`src/hw/bp_pkg.sv`:
```
package bp_pkg;

    ///////////////////////////////////////////////////////////////////////
    // basic types
    ///////////////////////////////////////////////////////////////////////

    typedef logic [29:0] pc_t; // word address, group = two aligned words

    // branch kind stored per btb entry
    typedef enum logic [1:0] {
        br_none = 2'b00, // no branch, also reported on a miss
        br_cond = 2'b01, // conditional direct
        br_jump = 2'b10, // unconditional direct
        br_call = 2'b11  // call or indirect, target from last resolve
    } br_type_e;

    ///////////////////////////////////////////////////////////////////////
    // table words and interfaces
    ///////////////////////////////////////////////////////////////////////

    // one word of the btb data ram, 32 bits
    typedef struct packed {
        br_type_e br_type;
        pc_t      target;
    } btb_data_t;

    // resolved branch coming back from execute, 64 bits
    typedef struct packed {
        logic     valid;   // one-cycle strobe
        pc_t      pc;      // branch pc, bit 0 picks the bank
        br_type_e br_type;
        pc_t      target;
        logic     taken;   // resolved direction
    } btb_update_t;

    // lookup result of one bank, 33 bits
    typedef struct packed {
        logic     hit;
        br_type_e br_type; // br_none on miss
        pc_t      target;
    } btb_hit_t;

    // prediction handed to fetch, 34 bits
    typedef struct packed {
        pc_t      next_pc;
        logic     taken;
        logic     slot;    // which word of the group was taken
        br_type_e br_type;
    } fetch_pred_t;

endpackage

```
`src/hw/next_pc_select.sv`:
```
`timescale 1ns/10ps

module next_pc_select import bp_pkg::*; (
    input  logic           clk,
    input  logic           rstn,
    input  pc_t            pc,        // fetch pc, same edge as bank reads
    input  btb_hit_t [1:0] slot_hit,  // bank results, index = slot
    input  logic [1:0]     dir_taken, // counter msbs, index = slot
    output fetch_pred_t    pred
);

    pc_t        pc_q;       // lookup pc, lines up with ram outputs
    pc_t        group_base; // even word of the group
    logic [1:0] live;       // slot not skipped by an odd entry pc
    logic [1:0] take;       // slot predicted taken

    always_ff @(posedge clk)
    begin
        if (!rstn)
            pc_q <= '0; // gives next_pc = 2 out of reset
        else
            pc_q <= pc;
    end

    assign group_base = {pc_q[29:1], 1'b0};

    ///////////////////////////////////////////////////////////////////////
    // per-slot taken decision
    ///////////////////////////////////////////////////////////////////////

    assign live[0] = !pc_q[0]; // odd entry starts past slot 0
    assign live[1] = 1'b1;

    always_comb
    begin
        for (int s = 0; s < 2; s++)
        begin
            take[s] = 1'b0;
            if (live[s] && slot_hit[s].hit)
            begin
                case (slot_hit[s].br_type)
                    br_jump, br_call: take[s] = 1'b1;        // always redirect
                    br_cond:          take[s] = dir_taken[s];
                    default:          take[s] = 1'b0;
                endcase
            end
        end
    end

    ///////////////////////////////////////////////////////////////////////
    // first taken slot wins
    ///////////////////////////////////////////////////////////////////////

    always_comb
    begin
        pred.taken = |take;
        if (take[0])
        begin
            pred.next_pc = slot_hit[0].target;
            pred.slot    = 1'b0;
            pred.br_type = slot_hit[0].br_type;
        end
        else if (take[1])
        begin
            pred.next_pc = slot_hit[1].target;
            pred.slot    = 1'b1;
            pred.br_type = slot_hit[1].br_type;
        end
        else
        begin
            pred.next_pc = group_base + 30'd2; // sequential, next group
            pred.slot    = 1'b0;
            pred.br_type = br_none;
        end
    end

    // a taken prediction always comes from a real btb entry
    a_taken_has_type : assert property (
        @(posedge clk) disable iff (!rstn)
        pred.taken |-> (pred.br_type != br_none)
    );

endmodule

```
`config.mk`:
```
export PLATFORM = sky130hd
export DESIGN_NAME = next_pc_select
export DESIGN_NICKNAME = d
export VERILOG_FILES = /design/src/hw/bp_pkg.sv /design/src/hw/next_pc_select.sv
export SDC_FILE = /design/constraint.sdc
export NUM_CORES = 1
export LEC_CHECK = 0
export BUFFER_PORTS_ARGS = -buffer_cell sky130_fd_sc_hd__buf_2
export CAP_MARGIN = 20
export CORE_ASPECT_RATIO = 1.4
export CORE_MARGIN = 2
export CORE_UTILIZATION = 25
export CTS_CLUSTER_SIZE = 30
export DETAILED_ROUTE_END_ITERATION = 16
export PLACE_DENSITY = 0.59
export SYNTH_ARGS = -nofsm -noshare
export SYNTH_HDL_FRONTEND = slang
export SYNTH_SLANG_ARGS = --single-unit
export TNS_END_PERCENT = 10
```
`constraint.sdc`:
```
create_clock -name clk -period 1.95 [get_ports clk]
set_clock_uncertainty 0.05 [all_clocks]
set_input_delay 0.195 -clock clk [delete_from_list [all_inputs] [get_ports clk]]
set_output_delay 0.195 -clock clk [all_outputs]
set_load 0.02 [all_outputs]
```
# Word-level counts from Yosys, hierarchy flattened
# Index checks and enable logic that the tools add are counted.
classes:
  add_sub_neg: 1
  n_eq_ne: 6
  muxes: 8
  n_reduce_logical: 5
ops:
  columns: ["op", "count"]
  rows:
  - ["2-to-1 mux 30 bit", 2]
  - ["adder 30 x 2 -> 30 bit (second input constant)", 1]
  - ["equality test 2 bit (second input constant)", 4]
  - ["2-to-1 mux 3 bit", 2]
  - ["OR reduction 2 bit", 3]
  - ["equality test 2 x 1 -> 1 bit (second input constant)", 2]
  - ["one-hot mux 1 bit (2 select lines)", 2]
  - ["2-to-1 mux 1 bit", 2]
  - ["logical AND 1 bit", 1]
  - ["zero test 1 bit", 1]
word_totals:
  regBits: 30
  in_bits: 100
  word_cells: 21

# Depth between registers and ports, before layout
depth:
  ltp_word: 6
  mapped_depth: 7
  depth_no_buf: 6

# Worst setup path after synthesis
# Ideal clock, no wire load.
synth_path:
  kind: "register -> output"
  from: "reg pc_q[1]"
  to: "out pred[27] (netlist bit)"
  arrival_ns: 1.751
  required_ns: 1.705
  slack_ns: -0.046
  stages_incl_launch_ff: 7
  cell_sequence: "dfxtp_1 -> ha_1 -> and2_1 -> nand4_4 -> nor4_1 -> xnor2_1 -> o21ai_0"
synth_rtl:
  columns: ["item", "line_no", "rtl"]
  rows:
  - ["start, declared", "next_pc_select.sv:12", "pc_t pc_q;"]
  - ["start signal, assigned", "next_pc_select.sv:22", "pc_q <= pc;"]
  - ["end, declared", "next_pc_select.sv:9", "output fetch_pred_t pred"]

==> qor.yml <==
setup_path:
  start_kind: "flip-flop"
  required_ps: 1700
  crit_type: "reg2out"
  cp_max_fo: 4
  worstSetupEndpointType: "output port"
  cp.arrival_ps: 1960
routing:
  post_drt_via_cell_ratio: 4.632
  routedWlPerCell_microns: 12.82
  ant_nets: 0
  dr.pass1.iters: 4
  drt-total-wl_microns: 6550
  drt_iter0_markers: 76
  vias: 2367
  drc: 0
die:
  die_w_microns: 78.99
  die_area_sq_mm: 0.008609
  core-area_sq_mm: 0.007702
  fp.dieH_microns: 109.0
  initial_core_util: 0.2555
  io_pins: 134
  num_rows: 38
grt:
  grt_antenna_before_repair: 0
  grt_max_degree: 31
  grt-ovfl-total: 0
  grt_pass1_wl_microns: 10080
  grt_pass1_vias: 2264
  grt_use_total: 0.1477
clocking:
  cts.clk_slew.worst_paths_ps: 60
  cts-root-buf: "clkbuf_8"
  cts_tree: "built"
  h-tree-depth: 2
  clock_sinks: 30
  holdBufCountCts: 0
  clockBufferDepth: 2
  tritoncts.num_buffers: 5
sta:
  finalCriticalPeriod_ps: 2206
  fmax_mhz: 453.4
  setup_tns_ps: -2082
  rsz0062_at_grt: "yes"
  period_share: 1.131
  worst_slack_ps: -255.8
  worst_pin_slew_ps: 430.8
  final_hold_viol_count: 0
  max_slew_margin: 0.7121
  finalSetupViolCount: 18
  drv_slew: 0
layout:
  largest_register_ffs: 30
  final_nets: 511
  fillers: 815
  regMostFlops: "pc_q"
  drive_gt1_frac: 0.5012
  area_growth_syn_to_layout_pct: 64.40
  diodes: 0
  stdcell_area_sq_mm: 0.003236
  largest_registers: "pc_q: 30 flops"
pwr:
  cellPowerDensity_mw_per_mm2: 535.8
  vdd_drop_max_mv: 0.3695
  p_leak_nw: 1.530
logic_synthesis:
  synth_edf_count: 0
  yosysTopAreaCell: "dfxtp_1"
  synth_area_leaders: "dfxtp_1, and2_1, xnor2_1"
  synthArstFlopShare: 0
  synth.distinct_cells: 42
  syn_area_sq_mm: 0.001968
  synth.net_count: 347
  synth_warnings: 0
  ys.flop_type: "dfxtp_1"
  yosysTopAreaCellShare: 0.3051
  synth_seq_area_share: 0.3051
  ys_ff_latch: 30
  syn_inst: 246
  syn_avg_cell_area_sq_um: 8.001
min_path:
  hold_depth: 2
  holdCritPathClass: "in2reg"
  whs_endpoint: "pc_q[25]$_SDFF_PN0_"
  worstHoldStart: "pc[25]"
placement:
  dpl-instance-area_sq_mm: 0.002962
  hpwl_microns: 5545
  gp_congestion: 0.8769
  dpl_worst_slack_ps: -31.38
  portBuffers: 133
run_status:
  status: "finished with violations"
  violations: "setup timing"
flow_run:
  drv_cap: 0
report_power, final:
group          internal (mW)  switching (mW)  leakage, nW
sequential             0.648          0.0275        0.251
clock                  0.283           0.201       0.0482
combinational          0.270           0.304         1.23
repair_timing:
action	CTS	global route
setup buffers	2	0
endpoints found under the setup margin	23	28
pin swaps	7	4
gates resized for setup	30	16
hold endpoints to repair	0	0
worst max path at each step:
stage	end	from
2_1_floorplan	pred[29]	pc_q[1]$_SDFF_PN0_
3_3_place_gp	pred[23]	pc_q[1]$_SDFF_PN0_
3_5_place_dp	pred[23]	pc_q[1]$_SDFF_PN0_
4_1_cts	pred[26]	pc_q[4]$_SDFF_PN0_
5_1_grt	pred[26]	pc_q[11]$_SDFF_PN0_
6_report	pred[24]	pc_q[6]$_SDFF_PN0_
kinds of logic (layout without fill, tap and decap cells):
| kind of cell | count (synthesis) | in the layout | synth area share |
|---|---|---|---|
| AND/OR/NAND/NOR | 106 | 106 | 0.3369 |
| adder cells (fa/ha/maj) | 1 | 1 | 0.006356 |
| flip-flops | 30 | 30 | 0.3052 |
| XOR/XNOR | 22 | 22 | 0.09790 |
| buffers and inverters | 17 | 182 | 0.03433 |
| AO/OA/AOI/OAI | 69 | 69 | 0.2142 |
| multiplexers | 1 | 1 | 0.005086 |
per-layer routing:
layer / wire length, microns / global-route usage / vias to the layer above
met3: 306 / 0.01904 / 17
met1: 2654 / 0.1706 / 1059
met4: 211 / 0.07635 / 0
li1: - / - / 1216
met2: 3376 / 0.2639 / 75
met5: 0 / 0 / -
critical path, cell delays in order, from the launching register on:
cell and delay (ps):
dfxtp_1 330, and4_4 230, nand2b_1 120, or4_1 520, a31oi_1 230, a21o_1 110, buf_2 150
cells in the final DEF (no fill, tap or decap), drive strengths merged, types with 3 or more instances in the layout:
master / count
nand4: 7
inv: 6
o31ai: 3
or4: 3
and4: 4
xnor2: 18
clkbuf: 7
nand2: 19
a21oi: 14
nor2: 14
nor3: 4
a31oi: 4
dfxtp: 30
o21ai: 24
buf: 168
nand3: 10
a21o: 4
and2: 32
a22oi: 8
nor4: 7
xor2: 4
o22ai: 8
layout make-up:
type                       count  area, sq um  share of cell area
clock inverter                 1        5.005            0.001547
clock buffer                   7        86.33             0.02668
timing repair buffer         168        974.7              0.3012
inverter                       6        22.52            0.006961
tap                          100        125.1             0.03867
sequential                    30        605.6              0.1872
multi-input combinational    199         1416              0.4377
Yosys cell counts (all sizes together), types with 6 or more instances:
master,n
and2,32
nor2,14
nand4,7
nand2,19
nor4,7
a21oi,14
o22ai,8
nand3,10
inv,6
xnor2,18
a22oi,8
o21ai,24
dfxtp,30
clkbuf,10
through the flow:
stage	utilization	power [mW]	hold slack [ps]	instances
after global routing	0.4201	1.838	65.76	511
after floorplan	-	0.9721	266.7	246
after detailed placement	0.3845	1.231	353.7	501
after CTS	0.4121	1.744	53.35	511
final	0.4201	1.733	68.68	511
after global placement	0.3845	1.226	355.7	501
Note: power is estimated with default switching activity, not from simulation.
