File: src/hw/bp_pkg.sv
package bp_pkg;

    ///////////////////////////////////////////////////////////////////////
    // basic types
    ///////////////////////////////////////////////////////////////////////

    typedef logic [29:0] pc_t; // word address, group = two aligned words

    // branch kind stored per btb entry
    typedef enum logic [1:0] {
        br_none = 2'b00, // no branch, also reported on a miss
        br_cond = 2'b01, // conditional direct
        br_jump = 2'b10, // unconditional direct
        br_call = 2'b11  // call or indirect, target from last resolve
    } br_type_e;

    ///////////////////////////////////////////////////////////////////////
    // table words and interfaces
    ///////////////////////////////////////////////////////////////////////

    // one word of the btb data ram, 32 bits
    typedef struct packed {
        br_type_e br_type;
        pc_t      target;
    } btb_data_t;

    // resolved branch coming back from execute, 64 bits
    typedef struct packed {
        logic     valid;   // one-cycle strobe
        pc_t      pc;      // branch pc, bit 0 picks the bank
        br_type_e br_type;
        pc_t      target;
        logic     taken;   // resolved direction
    } btb_update_t;

    // lookup result of one bank, 33 bits
    typedef struct packed {
        logic     hit;
        br_type_e br_type; // br_none on miss
        pc_t      target;
    } btb_hit_t;

    // prediction handed to fetch, 34 bits
    typedef struct packed {
        pc_t      next_pc;
        logic     taken;
        logic     slot;    // which word of the group was taken
        br_type_e br_type;
    } fetch_pred_t;

endpackage

File: src/hw/bht_counters.sv
`timescale 1ns/10ps

module bht_counters import bp_pkg::*; #(
    parameter int bht_depth = 256 // counter pairs, power of two
) (
    input  logic        clk,
    input  logic        rstn,
    input  pc_t         pc,
    input  btb_update_t update,
    output logic [1:0]  dir_taken // msb of each counter, slot order
);

    localparam int idx_width = $clog2(bht_depth);

    logic [1:0]           cnt [bht_depth][2]; // flops so reset can preset
    logic [idx_width-1:0] rd_idx;
    logic [idx_width-1:0] upd_idx;
    logic                 upd_slot;          // even or odd word of the group
    logic                 upd_en;
    logic [1:0]           cnt_cur;
    logic [1:0]           cnt_next;

    assign rd_idx   = pc[idx_width:1];
    assign upd_idx  = update.pc[idx_width:1];
    assign upd_slot = update.pc[0];
    assign upd_en   = update.valid && (update.br_type == br_cond); // cond only

    ///////////////////////////////////////////////////////////////////////
    // saturating step
    ///////////////////////////////////////////////////////////////////////

    always_comb
    begin
        cnt_cur  = cnt[upd_idx][upd_slot];
        cnt_next = cnt_cur;
        if (update.taken)
        begin
            if (cnt_cur != 2'd3)
                cnt_next = cnt_cur + 2'd1;
        end
        else
        begin
            if (cnt_cur != 2'd0)
                cnt_next = cnt_cur - 2'd1;
        end
    end

    always_ff @(posedge clk)
    begin
        if (!rstn)
        begin
            for (int i = 0; i < bht_depth; i++)
            begin
                cnt[i][0] <= 2'b01; // weakly not-taken
                cnt[i][1] <= 2'b01;
            end
            dir_taken <= 2'b00;
        end
        else
        begin
            // read sees the pre-update counter on a collision
            dir_taken <= {cnt[rd_idx][1][1], cnt[rd_idx][0][1]};
            if (upd_en)
            begin
                cnt[upd_idx][upd_slot] <= cnt_next;
            end
        end
    end

    // counters saturate at both ends
    a_inc_saturates : assert property (
        @(posedge clk) disable iff (!rstn)
        (upd_en && update.taken && cnt_cur == 2'd3)
            |=> (cnt[$past(upd_idx)][$past(upd_slot)] == 2'd3)
    );

    a_dec_saturates : assert property (
        @(posedge clk) disable iff (!rstn)
        (upd_en && !update.taken && cnt_cur == 2'd0)
            |=> (cnt[$past(upd_idx)][$past(upd_slot)] == 2'd0)
    );

endmodule

File: config.mk
export PLATFORM = sky130hd
export DESIGN_NAME = bht_counters
export DESIGN_NICKNAME = d
export VERILOG_FILES = /design/src/hw/bp_pkg.sv /design/src/hw/bht_counters.sv
export SDC_FILE = /design/constraint.sdc
export NUM_CORES = 2
export LEC_CHECK = 0
export BUFFER_PORTS_ARGS = -buffer_cell sky130_fd_sc_hd__buf_2
export CAP_MARGIN = 20
export CELL_PAD_IN_SITES_DETAIL_PLACEMENT = 0
export CELL_PAD_IN_SITES_GLOBAL_PLACEMENT = 1
export CORE_MARGIN = 1.5
export CORE_UTILIZATION = 53
export DETAILED_ROUTE_END_ITERATION = 12
export HOLD_SLACK_MARGIN = 0.15
export PLACE_DENSITY_LB_ADDON = 0.2
export SLEW_MARGIN = 20
export SYNTH_ARGS = -nofsm -noshare
export SYNTH_HDL_FRONTEND = slang
export SYNTH_SLANG_ARGS = --single-unit
File: constraint.sdc
create_clock -name clk -period 4.95 [get_ports clk]
set_input_delay 0.7425 -clock clk [delete_from_list [all_inputs] [get_ports clk]]
set_output_delay 0.7425 -clock clk [all_outputs]
set_load 0.05 [all_outputs]
* Yosys cells after proc, flatten, opt, wreduce, memory -nomap -nowiden
Memory sizes are Yosys's and may differ from the RTL's. A register that Yosys moved wholly into a read port is not among the register bits. Cells that the tools add are included.
Storage, ports and cells: flip-flop bits (word level) 0, bits in writable memories 1024, input port bits 96, output and inout bits 2, word-level logic and storage cells 28, memories kept 1
Memories:
- cnt | words 256, bits a word 4, read ports 2, clocked after memory_dff 1, write ports 256, line bht_counters.sv:15 | logic [1:0] cnt [bht_depth][2];
Cells by class: add/sub/neg operators 2, magnitude comparators 2, equal/unequal tests 2, muxes and demuxes 15, bitwise logic cells 1, reductions and logical operators 5
Operators with widths (number):
- 2-to-1 mux 2 bit | 7
- 2-to-1 mux 4 bit | 3
- 2-to-1 mux 8 bit | 1
- OR reduction 4 bit | 1
- 2-to-1 mux 1 bit | 3
- adder 2 x 1 -> 2 bit, second input constant | 1
- demux 2 bit (select 1 bit) | 1
- == test 2 x 1 -> 1 bit, second input constant | 1
- greater-or-equal comparator 2 bit, second input constant | 1
- logical AND 1 bit | 2
- < comparator 2 x 1 -> 1 bit, second input constant | 1
- != test 2 bit, second input constant | 1
- inverter 1 -> 2 bit | 1
- nonzero test 2 bit | 1
- subtractor 2 x 1 -> 2 bit, second input constant | 1
- zero test 1 bit | 1

* Logic depth before layout (Yosys ltp)
word-level depth 8, depth in mapped cells 18, depth with buffers taken out 9

* Least setup slack after synthesis
No wires, ideal clock.
path type input port to flip-flop, start in update[34] (netlist bit), end mem cnt[164][0] (netlist bit) (data pin), arrival time 3.644 ns, data required time 4.675 ns, slack 1.031 ns, stages on the path 15, path buffers 7, path through buf_2 -> buf_4 -> buf_6 -> buf_2 -> mux4_2 -> nand3_1 -> nand4_1 -> nor4_1 -> nand4_1 -> o32ai_2 -> maj3_2 -> buf_4 -> buf_6 -> buf_4 -> nand3_1
RTL lines:
- start, declared | line bht_counters.sv:9 | input btb_update_t update,
- end, declared | line bht_counters.sv:15

==> out/summary.txt <==
GR Util All Layers - 34.39%
clock share of power - 39.7%
register area share after synthesis - 56.85%
number of nets still failing antenna checks after routing - 0
fin area - 59800 µm²
PortBufs - 24
CTS tree - done
worst-path cell chain - buf_2 > buf_12 > nor2b_1 > buf_4 > o21ai_0 > a21oi_1 > or3_1 > o211ai_1 > o41a_1 > maj3_4 > buf_12 > nand3_1
Slowest-stage cell, CP - nor2b_1
Final min period - 4365 ps
DR pass1 iterations - 6
CTS H-tree lvls - 3
post-synth top area share - 56.78%
final std cells w/o fill - 5681
drt wl/cell - 31.25 µm
vias in the first global route - 36780
clock sink count - 1026
Post-synth EDFFs - 1024
worst hold path type - in -> reg
Combinational Power Share - 12.3%
Clock Skew - 32.11 ps
Inst Count DP - 5466
Max-slew headroom - 19.26%
Post-layout nets - 4310
Initial Utilization - 53.31%
gpl congestion - 0.9076
RR Startpoint - cnt[203][3]
Seq pwr share - 48.0%
Core Area - 101600 µm²
Hold Path Origin - rstn
Final Total Pwr - 20.50 mW
ranking of synthesized cells by area - edfxtp_1 57%, mux4_2 16%, nand3_1 5.1%, nand2_1 5.0%, nor2_1 2.7%
Syn Inst Count - 4336
R2R setup slack - 1070 ps
die height - 322.7 µm
root buffer cell - clkbuf_16
status - finished, final reports clean
yosys warns - 0
list of most frequent post-synthesis cells - 1024 x edfxtp_1, 727 x nand2_1, 548 x nand3_1
PD cells - 342.8 nW/µm²
1st-iter DRT viols - 5689
Internal - 15.22 mW
first-pass GRT wire length - 255400 µm
worst-path fanout max - 106
Worst-Margin Slew - 1211 ps
worst stage delay on the critical path - 760 ps
maximum clock frequency - 0.2291 GHz
Mapped Area - 54160 µm²
post-synth top area cell - edfxtp_1
Final Hold Viols - 0
Clock Latency Late Sink - 710 ps
Cell Rows - 117
total CTS buffers - 113
die area - 104100 µm²
pre-CTS setup slack - 125.2 ps
WP data required - 5500 ps
FFs w/ async S/R, synth - 0%
P&R area growth vs syn - 10.43%
placed instance area - 56270 µm²
Setup Total Neg Slack - 0 ps
max_cap viols - 0
final worst setup slack - 585.3 ps
Longest Clk Path Bufs - 3
worst hold slack - 547.1 ps
Yosys cell types - 53
top-count cell post-synth - edfxtp_1
final core utilization - 58.86%
Synth Register Bits - 1026
Leak - 18.54 nW
crit share post-route - 88.18%
Routed WL - 177500 µm
Worst Setup Path Type - in -> reg
CTS Hold Bufs - 0
Psw - 5.280 mW
largest net degree at the start of global routing - 199
DR DRC count - 0
syn avg cell area - 12.49 µm²
dominant synthesized flop cell - edfxtp_1
Die Wd - 322.7 µm
Min-Delay Endpoint - cnt[230][2]
total number of vias - 38760
fraction of layout cells with a size suffix above 1 - 20.78%
Critical Path Source Type - primary input
VDD IR max - 0.0002821 V
worst r2r dst - cnt[3][0]
Via-to-Cell Ratio - 6.823
GR Overflow Total - 0
Finish-stage setup viols - 0
setup bufs post-CTS - 0
CP Data Arrival Time - 4920 ps
I/O Pins - 98
antenna violations before repair - 5
Clock transition at path regs - 60 ps
Worst path most repeated cell - buf_12
Final HPWL DP - 113600 µm
FF-to-FF path depth - 10
post-cts repair resize count - 0
Net Count, Synth - 4432
Worst Setup End Kind - flop
hold path depth - 2
Pins Over Slew Limit - 0
Sw Share - 25.76%
RSZ-0062 raised after global routing - no
[layer usage]
metal / track usage, % / share of wire (%)
met5: 0 / 0.0045
met4: 16.18 / 5.4
met3: 7.315 / 12
met2: 52.69 / 46
met1: 47.29 / 37
[cell usage in the layout (no fill, tap or decap), types with 4 or more instances in the layout]
master	Yosys	layout
edfxtp_1	1024	1024
nand2_1	727	727
nand3_1	548	548
mux4_2	390	390
nor2_1	384	339
o21ai_0	203	203
buf_4	79	202
nor3_1	200	200
mux2i_1	143	143
clkbuf_16	0	117
a22oi_1	61	61
buf_12	0	61
nor2_4	0	34
clkbuf_1	307	31
clkinv_1	1	30
clkinv_2	0	23
buf_2	44	17
nor2b_1	17	15
nor2_2	1	12
a21oi_1	12	12
nand2b_1	11	11
o22ai_1	7	7
a31oi_1	7	7
nand4_1	6	6
or2_2	5	5
and2_1	6	5
o211ai_1	5	5
a211oi_1	5	5
mux2_2	5	5
bufinv_16	0	5
a311oi_1	4	4
a221oi_1	4	4
buf_8	0	4
[cell type report]
type | instances | area, µm²
clock inverters | 62 | 415.4
repair buffers | 287 | 2933
flip-flops and latches | 1026 | 30790
diodes | 1 | 2.502
inverters | 2 | 7.507
fillers | 8062 | 41790
clock buffers | 151 | 3085
multi-input cells | 2784 | 20860
well taps | 1368 | 1712
[worst max path at each step]
stage,cells past startpoint,start,to
final,12,update[39],cnt[108][0]
after CTS,13,update[37],cnt[91][3]
after detailed placement,13,update[37],cnt[91][3]
after global routing,13,update[39],cnt[120][3]
after floorplan,15,update[34],cnt[164][0]
after global placement,13,update[39],cnt[82][3]
[registers in the layout, indices dropped and copies added (netlist names)]
| name | count |
|---|---|
| cnt | 1024 |
| dir_taken | 2 |
[critical path, delay by kind of cell]
family | cells | cell delay (ps)
compound gates | 4 | 950
fa+ha+maj | 1 | 460
buf+inv | 4 | 1360
simple gates | 3 | 1200
[power by group through the flow]
stage          Combinational (mW)  Sequential (mW)  Clock, mW
3_3_place_gp                 2.46             10.0          0
6_report                     2.52             9.84       8.14
4_1_cts                      2.48             9.84       8.16
3_5_place_dp                 2.47             10.0          0
5_1_grt                      2.61             9.85       8.48
2_1_floorplan                1.69             9.97          0
[logic make-up after synthesis]
| kind of cell | Yosys count | synth area share (%) |
|---|---|---|
| compound gates | 327 | 3.590 |
| mux | 538 | 18.97 |
| flops | 1026 | 56.85 |
| buf+inv | 526 | 5.226 |
| fa+ha+maj | 2 | 0.04158 |
| simple gates | 1917 | 15.32 |
Power figures use the tool's default switching activity.
